[src/hdl/frogger_settings.svh]
`ifndef FROGGER_SETTINGS_SVH
`define FROGGER_SETTINGS_SVH

// pixel coordinates
`define COORD_W         10

// grid geometry
`define BLOCK_SIZE      32
`define FROG_SIZE       32

// horizontal play field bounds
`define FIELD_LEFT      96
`define FIELD_RIGHT     576

// river rows, top inclusive, bottom exclusive
`define RIVER_TOP       32
`define RIVER_BOTTOM    224

// grid row of lane 0 in each group
`define ROAD_FIRST_ROW  8
`define RIVER_FIRST_ROW 1

// lane and object limits
`define NUM_LANES       6
`define MAX_CARS        2
`define MAX_LOGS        3

`endif
[src/hdl/frogger_hazard_pkg.sv]
`include "frogger_settings.svh"

package frogger_hazard_pkg;

    typedef logic [`COORD_W-1:0] coord_t;

    // one road lane, all cars in a lane share a length
    typedef struct packed {
        coord_t [`MAX_CARS-1:0] left_x;
        coord_t                 len;
        logic   [1:0]           count;
    } car_lane_t;

    // one river lane, same layout with more slots
    typedef struct packed {
        coord_t [`MAX_LOGS-1:0] left_x;
        coord_t                 len;
        logic   [1:0]           count;
    } log_lane_t;

    typedef struct packed {
        coord_t x;
        coord_t y;
    } frog_pos_t;

    // bit n set when the frog touches an object in lane n
    typedef logic [`NUM_LANES-1:0] lane_hits_t;

    typedef struct packed {
        logic       car_hit;
        logic       in_water;
        logic       off_screen;
        logic       collision;
        logic       reached_end;
        logic       on_log;
        logic [2:0] ride_lane;
    } hazard_verdict_t;

endpackage

[src/hdl/frogger_hazard_top.sv]
`timescale 1ns/1ns
`include "frogger_settings.svh"

module frogger_hazard_top
    import frogger_hazard_pkg::*;
(
    input  logic            osc_25_1M,
    input  logic            rst_n,
    input  logic            frame_valid,
    input  frog_pos_t       frog,
    input  car_lane_t       road_lanes  [`NUM_LANES],
    input  log_lane_t       river_lanes [`NUM_LANES],
    output logic            verdict_valid,
    output hazard_verdict_t verdict
);

    logic       road_hits_valid;
    lane_hits_t road_hits;
    lane_hits_t river_hits;

    // road lanes, two car slots each
    lane_span_check #(
        .lane_t    (car_lane_t),
        .FIRST_ROW (`ROAD_FIRST_ROW),
        .SLOTS     (`MAX_CARS)
    ) road_scan (
        .osc_25_1M   (osc_25_1M),
        .rst_n       (rst_n),
        .frame_valid (frame_valid),
        .frog        (frog),
        .lanes       (road_lanes),
        .hits_valid  (road_hits_valid),
        .hits        (road_hits)
    );

    // river lanes, valid matches the road scanner
    lane_span_check #(
        .lane_t    (log_lane_t),
        .FIRST_ROW (`RIVER_FIRST_ROW),
        .SLOTS     (`MAX_LOGS)
    ) river_scan (
        .osc_25_1M   (osc_25_1M),
        .rst_n       (rst_n),
        .frame_valid (frame_valid),
        .frog        (frog),
        .lanes       (river_lanes),
        .hits_valid  (),
        .hits        (river_hits)
    );

    hazard_verdict verdict_stage (
        .osc_25_1M     (osc_25_1M),
        .rst_n         (rst_n),
        .frame_valid   (frame_valid),
        .frog          (frog),
        .hits_valid    (road_hits_valid),
        .road_hits     (road_hits),
        .river_hits    (river_hits),
        .verdict_valid (verdict_valid),
        .verdict       (verdict)
    );

endmodule

[src/hdl/hazard_verdict.sv]
`timescale 1ns/1ns
`include "frogger_settings.svh"

module hazard_verdict
    import frogger_hazard_pkg::*;
(
    input  logic            osc_25_1M,
    input  logic            rst_n,
    input  logic            frame_valid,
    input  frog_pos_t       frog,
    input  logic            hits_valid,
    input  lane_hits_t      road_hits,
    input  lane_hits_t      river_hits,
    output logic            verdict_valid,
    output hazard_verdict_t verdict
);

    typedef struct packed {
        logic off_screen;
        logic in_river_rows;
        logic reached_end;
    } bounds_t;

    bounds_t         bounds_next;
    bounds_t         bounds_q;
    hazard_verdict_t verdict_next;

    // field bounds straight from the frog position
    always_comb begin
        bounds_next.off_screen    = ({1'b0, frog.x} + (`COORD_W+1)'(`FROG_SIZE) <=
                                     (`COORD_W+1)'(`FIELD_LEFT)) ||
                                    (frog.x >= `COORD_W'(`FIELD_RIGHT));
        bounds_next.in_river_rows = (frog.y >= `COORD_W'(`RIVER_TOP)) &&
                                    (frog.y < `COORD_W'(`RIVER_BOTTOM));
        bounds_next.reached_end   = frog.y < `COORD_W'(`BLOCK_SIZE);
    end

    // stage 1 register in step with the scanner registers
    always_ff @(posedge osc_25_1M) begin
        if (frame_valid) begin
            bounds_q <= bounds_next;
        end
    end

    always_comb begin
        verdict_next             = '0;
        verdict_next.car_hit     = |road_hits;
        verdict_next.on_log      = |river_hits;
        verdict_next.in_water    = bounds_q.in_river_rows && !(|river_hits);
        verdict_next.off_screen  = bounds_q.off_screen;
        verdict_next.reached_end = bounds_q.reached_end;
        verdict_next.collision   = verdict_next.car_hit || verdict_next.in_water ||
                                   bounds_q.off_screen;
        // walk down so the lowest hit lane wins
        for (int l = `NUM_LANES - 1; l >= 0; l--) begin
            if (river_hits[l]) begin
                verdict_next.ride_lane = 3'(l);
            end
        end
    end

    always_ff @(posedge osc_25_1M) begin
        if (!rst_n) begin
            verdict_valid <= 1'b0;
        end else begin
            verdict_valid <= hits_valid;
        end
    end

    always_ff @(posedge osc_25_1M) begin
        if (hits_valid) begin
            verdict <= verdict_next;
        end
    end

endmodule

[src/hdl/lane_span_check.sv]
`timescale 1ns/1ns
`include "frogger_settings.svh"

module lane_span_check
    import frogger_hazard_pkg::*;
#(
    parameter type lane_t    = car_lane_t,
    parameter int  FIRST_ROW = `ROAD_FIRST_ROW,
    parameter int  SLOTS     = `MAX_CARS
) (
    input  logic       osc_25_1M,
    input  logic       rst_n,
    input  logic       frame_valid,
    input  frog_pos_t  frog,
    input  lane_t      lanes [`NUM_LANES],
    output logic       hits_valid,
    output lane_hits_t hits
);

    // one extra bit so edge sums never wrap
    localparam int W = `COORD_W + 1;

    lane_hits_t hits_next;

    // horizontal span test for a single object
    function automatic logic x_overlap(coord_t fx, coord_t ox, coord_t len);
        logic [W-1:0] fx_w;
        logic [W-1:0] ox_w;
        fx_w = {1'b0, fx};
        ox_w = {1'b0, ox};
        return (fx_w < ox_w + {1'b0, len}) && (fx_w + W'(`FROG_SIZE) > ox_w);
    endfunction

    always_comb begin
        logic [W-1:0] lane_top;
        logic [W-1:0] fy_w;
        logic         row_hit;
        hits_next = '0;
        fy_w      = {1'b0, frog.y};
        for (int l = 0; l < `NUM_LANES; l++) begin
            lane_top = W'((FIRST_ROW + l) * `BLOCK_SIZE);
            // vertical test is the same for every slot in the lane
            row_hit = (fy_w < lane_top + W'(`BLOCK_SIZE)) &&
                      (fy_w + W'(`FROG_SIZE) > lane_top);
            for (int s = 0; s < SLOTS; s++) begin
                // slots at or above count are idle
                if (row_hit && (s < lanes[l].count) &&
                    x_overlap(frog.x, lanes[l].left_x[s], lanes[l].len)) begin
                    hits_next[l] = 1'b1;
                end
            end
        end
    end

    always_ff @(posedge osc_25_1M) begin
        if (!rst_n) begin
            hits_valid <= 1'b0;
        end else begin
            hits_valid <= frame_valid;
        end
    end

    // hit vector only moves with a new snapshot
    always_ff @(posedge osc_25_1M) begin
        if (frame_valid) begin
            hits <= hits_next;
        end
    end

endmodule

[config.mk]
export PLATFORM = sky130hd
export DESIGN_NAME = frogger_hazard_top
export DESIGN_NICKNAME = d
export VERILOG_FILES = /design/src/hdl/frogger_hazard_pkg.sv /design/src/hdl/frogger_hazard_top.sv /design/src/hdl/hazard_verdict.sv /design/src/hdl/lane_span_check.sv
export VERILOG_INCLUDE_DIRS = /design/src /design/src/hdl
export SDC_FILE = /design/constraint.sdc
export NUM_CORES = 1
export LEC_CHECK = 0
export CAP_MARGIN = 40
export CORE_MARGIN = 2
export CORE_UTILIZATION = 40
export CTS_BUF_LIST = sky130_fd_sc_hd__clkbuf_16
export DETAILED_ROUTE_END_ITERATION = 8
export DONT_BUFFER_PORTS = 1
export GPL_TIMING_DRIVEN = 0
export PLACE_DENSITY = 0.59
export SLEW_MARGIN = 10
export SYNTH_ARGS = -nofsm -noshare
export SYNTH_HDL_FRONTEND = slang
export SYNTH_SLANG_ARGS = --single-unit
[constraint.sdc]
create_clock -name osc_25_1M -period 4.3 [get_ports osc_25_1M]
set_clock_uncertainty 0.1 [all_clocks]
set_input_delay 0 -clock osc_25_1M [delete_from_list [all_inputs] [get_ports osc_25_1M]]
set_output_delay 0 -clock osc_25_1M [all_outputs]
set_load 0.01 [all_outputs]
==> results by group <==
Status
  – Status: finished with violations
  – Violated checks: hold timing

Placement
  – Dpl hpwl: about 72000 um
  – Routability cong.: just under 0.9
  – Placed Instances: ~4200
  – Pre-CTS setup slack: between 0.3 and 0.4 ns
  – Port bufs: 0

Clocking
  – Post-CTS Setup Inserts: 0
  – Clock buffer depth: 2
  – TritonCTS Buffers: 3
  – Clock sink count: 26
  – CTS Root Cell: clkbuf_16
  – CTS clk-pin slew, worst paths: around 0.060 ns
  – CTS H-Tree Depth: 1
  – Worst skew pair latency: 0.26 ns
  – CTS tree: built

Global route
  – GRT overflow: 0
  – Pin count of the biggest net entering global routing: 62
  – Global-route wire length before repair: 133000 um
  – Initial antenna violation count: 6
  – Number of global-route vias before repair: approximately 23000
  – Aggregate global-route resource usage: between 20% and 30%

Detailed routing
  – Wire per inst: between 20 and 25 um
  – Vias: 24117
  – Drt pass-1 iters: 5
  – Routed WL: 89600 um
  – Antenna Violating Nets Remaining: 0
  – Post-DR vias/cell: about 5.8
  – # DRC: 0
  – DRT iter0 DRCs: between 1000 and 1500

Timing
  – Final Max Tran Viols: 0
  – WHS: -0.0119 ns
  – Setup-failing EPs final: 0
  – Period utilization: between 80 and 90%
  – FMAX: 266 MHz
  – Relative slew slack: 41.2%
  – Tightest Pin Transition: roughly 0.86 ns
  – Final min period: ~3.8 ns
  – Hold Fails Final Rpt: 1
  – RSZ-0062 raised after global routing: false
  – Setup ws final: roughly 0.55 ns

Synthesis
  – Seq/Total Area, Yosys: under 10%
  – Share of flip-flops with an asynchronous set or reset: 0%
  – Yosys top cell area share: between 40% and 50%
  – Mean Syn Cell Area: roughly 8.0 sq um
  – Post-Syn Area: about 26000 sq um
  – Synth warn: 0
  – Largest cells by area after synthesis: ha_1 (42%), a21oi_1 (5.6%), inv_1 (5.5%)
  – Commonest register cell after synthesis: edfxtp_1
  – Synth area leader: ha_1
  – Post-synth net total: roughly 4700
  – #FFs+latches synth: 26
  – Synth unique cells: 80
  – Synth Instances: 3300
  – Post-synth EDFFs: 24

Floorplan
  – Row count: just over 90
  – Die Ht: between 200 and 300 um
  – Total die area: 67800 sq um
  – CORE AREA: around 65000 sq um
  – Die X: 260 um
  – Initial Util: roughly two fifths
  – I/O Pins: ~480

Setup path
  – Slowest-stage cell, CP: inv_4
  – WP data arrival: roughly 3.7 ns
  – CP dominant cell by count: ha_1
  – Crit path max-delay family: buffers and inverters
  – Worst EP required: between 4 and 5 ns
  – Crit-path max cell delay: 0.57 ns
  – Crit path cell chain: inv_4, ha_1, inv_2, buf_12, ha_1, nand2_1, nor2_1, a32oi_1, o22ai_1, nor4_1, o211ai_1, o211ai_2
  – Critical path endpoint category: flip-flop
  – Buffer and inverter count on the worst path: 3
  – Startpoint class of the critical path: primary input
  – Crit path max fanout: 35
  – Type of the worst setup path: in -> reg

Power
  – P per Cell Area: 157 nW/um^2
  – Leakage: ~14 nW
  – VDD IR max: 0.203 mV
  – Total Power: 4.36 mW

Layout
  – Fill cell count: roughly 6700
  – Fin cells: ~4200
  – Share of layout cells above drive strength 1: roughly 2.5%
  – Multi-input logic area: 24000 sq um
  – Fin nets: ~4700
  – P&R area growth vs syn: 5.70%
  – Antenna fix cells: 0
  – Layout Utilization: a little over two fifths
  – Sequential standard cell area: ~760 sq um

Job
  – Max-cap violation count: 0

Hold path
  – HP Class: in -> reg
==> state kept, by name (all words and copies together) (netlist names) <==
name / flops
verdict_stage.bounds_q: 3
river_scan.hits: 6
road_scan.hits: 6
verdict_stage.verdict: 9
verdict_stage.verdict_valid: 1
road_scan.hits_valid: 1
==> Yosys cell counts (7+ instances only) <==
cell type,n
a2111o_1,10
a2111oi_0,31
a211o_1,10
a211oi_1,43
a21boi_0,8
a21o_1,126
a21oi_1,292
a221oi_1,8
a311oi_1,17
a31o_2,12
a31oi_1,22
and3_1,11
buf_2,7
edfxtp_1,24
fa_1,30
ha_1,878
inv_1,387
nand2_1,105
nand2b_1,47
nand3_1,74
nand4_1,55
nor2_1,198
nor2b_1,83
nor3_1,66
nor4_1,29
o2111ai_1,14
o211ai_1,33
o21a_1,52
o21ai_0,172
o21bai_1,31
o221ai_1,10
o22ai_1,11
o311ai_0,9
o31a_1,8
o31ai_1,23
o32ai_1,8
or2_2,10
or3_1,18
or4_1,7
xnor2_1,81
xor2_1,141
==> area by class of cell <==
cell class,instances,area share (%)
Sequential cell,26,2.74
Multi-Input combinational cell,2872,86.5
Timing Repair Buffer,23,1.02
Clock inverter,1,0.108
Clock buffer,3,0.270
Tap cell,855,3.85
Inverter,387,5.25
Buffer,15,0.248
==> placed cells by master, fill, tap and decap left out, types with 29 or more instances in the layout <==
cell       instances
nor2b_1           83
ha_1             878
a2111oi_0         31
xnor2_1           79
a21o_1           126
nand2_1          105
nand4_1           55
nor4_1            29
xor2_1           140
fa_1              30
inv_1            384
o21a_1            52
a21oi_1          292
o21ai_0          172
nand2b_1          47
nor2_1           198
nor3_1            66
o211ai_1          33
o21bai_1          31
nand3_1           74
a211oi_1          43
==> metal layers <==
metal | global-route usage, % | up-vias | part of all wire, %
met2 | 44.0 | 622 | 46
li1 | - | 12416 | -
met4 | 5.49 | 4 | 2.5
met5 | 0 | - | 0.035
met3 | 7.08 | 119 | 8.5
met1 | 31.2 | 10956 | 42
==> stage by stage <==
| step | setup TNS (ns) | hold slack, ns | cell area (sq um) |
|---|---|---|---|
| 6_report | 0 | -0.0119 | 27800 |
| 5_1_grt | 0 | 0.000732 | 27800 |
| 4_1_cts | 0 | 0.000791 | 27800 |
| 3_5_place_dp | 0 | 0.0232 | 27600 |
| 3_3_place_gp | -31.00 | 0.0232 | 27300 |
| 2_1_floorplan | 0 | 0.0125 | 26300 |
==> worst paths after layout <==
path / startpoint / end / slack, ns / cells after the start
max reg2reg: road_scan.hits[3] / verdict_stage.verdict[5] / 2.64 / 3
min reg2reg: verdict_stage.bounds_q[0] / verdict_stage.verdict[4] / 0.33 / 0
min: river_lanes[210] / river_scan.hits[0] / -0.01 / 2
max: frog[15] / river_scan.hits[0] / 0.55 / 12
==> repair_timing <==
item	in CTS	in global routing
hold buffers	5	0
resized for setup	0	0
setup endpoints to repair	0	0
hold endpoints to repair	19	0
==> cells by family (layout without fill, tap and decap cells) <==
group                      count (synthesis)  after routing  share of synthesized area, %
AOI/OAI and AO/OA                       1000           1000                          25.3
muxes                                      6              6                         0.229
buffers and inverters                    402            429                          5.78
DFF                                       26             26                          2.89
and+or+nand+nor                          736            736                          14.3
xor gates and xnor gates                 222            222                          7.40
adders and majority gates                908            908                          44.1
==> where the power goes <==
| group | internal (mW) | switching (mW) | total [mW] |
|---|---|---|---|
| clock | 0.185 | 0.0868 | 0.272 |
| combinational | 1.77 | 2.01 | 3.78 |
| sequential | 0.295 | 0.0145 | 0.310 |
Note: power is estimated with default switching activity, not from simulation.
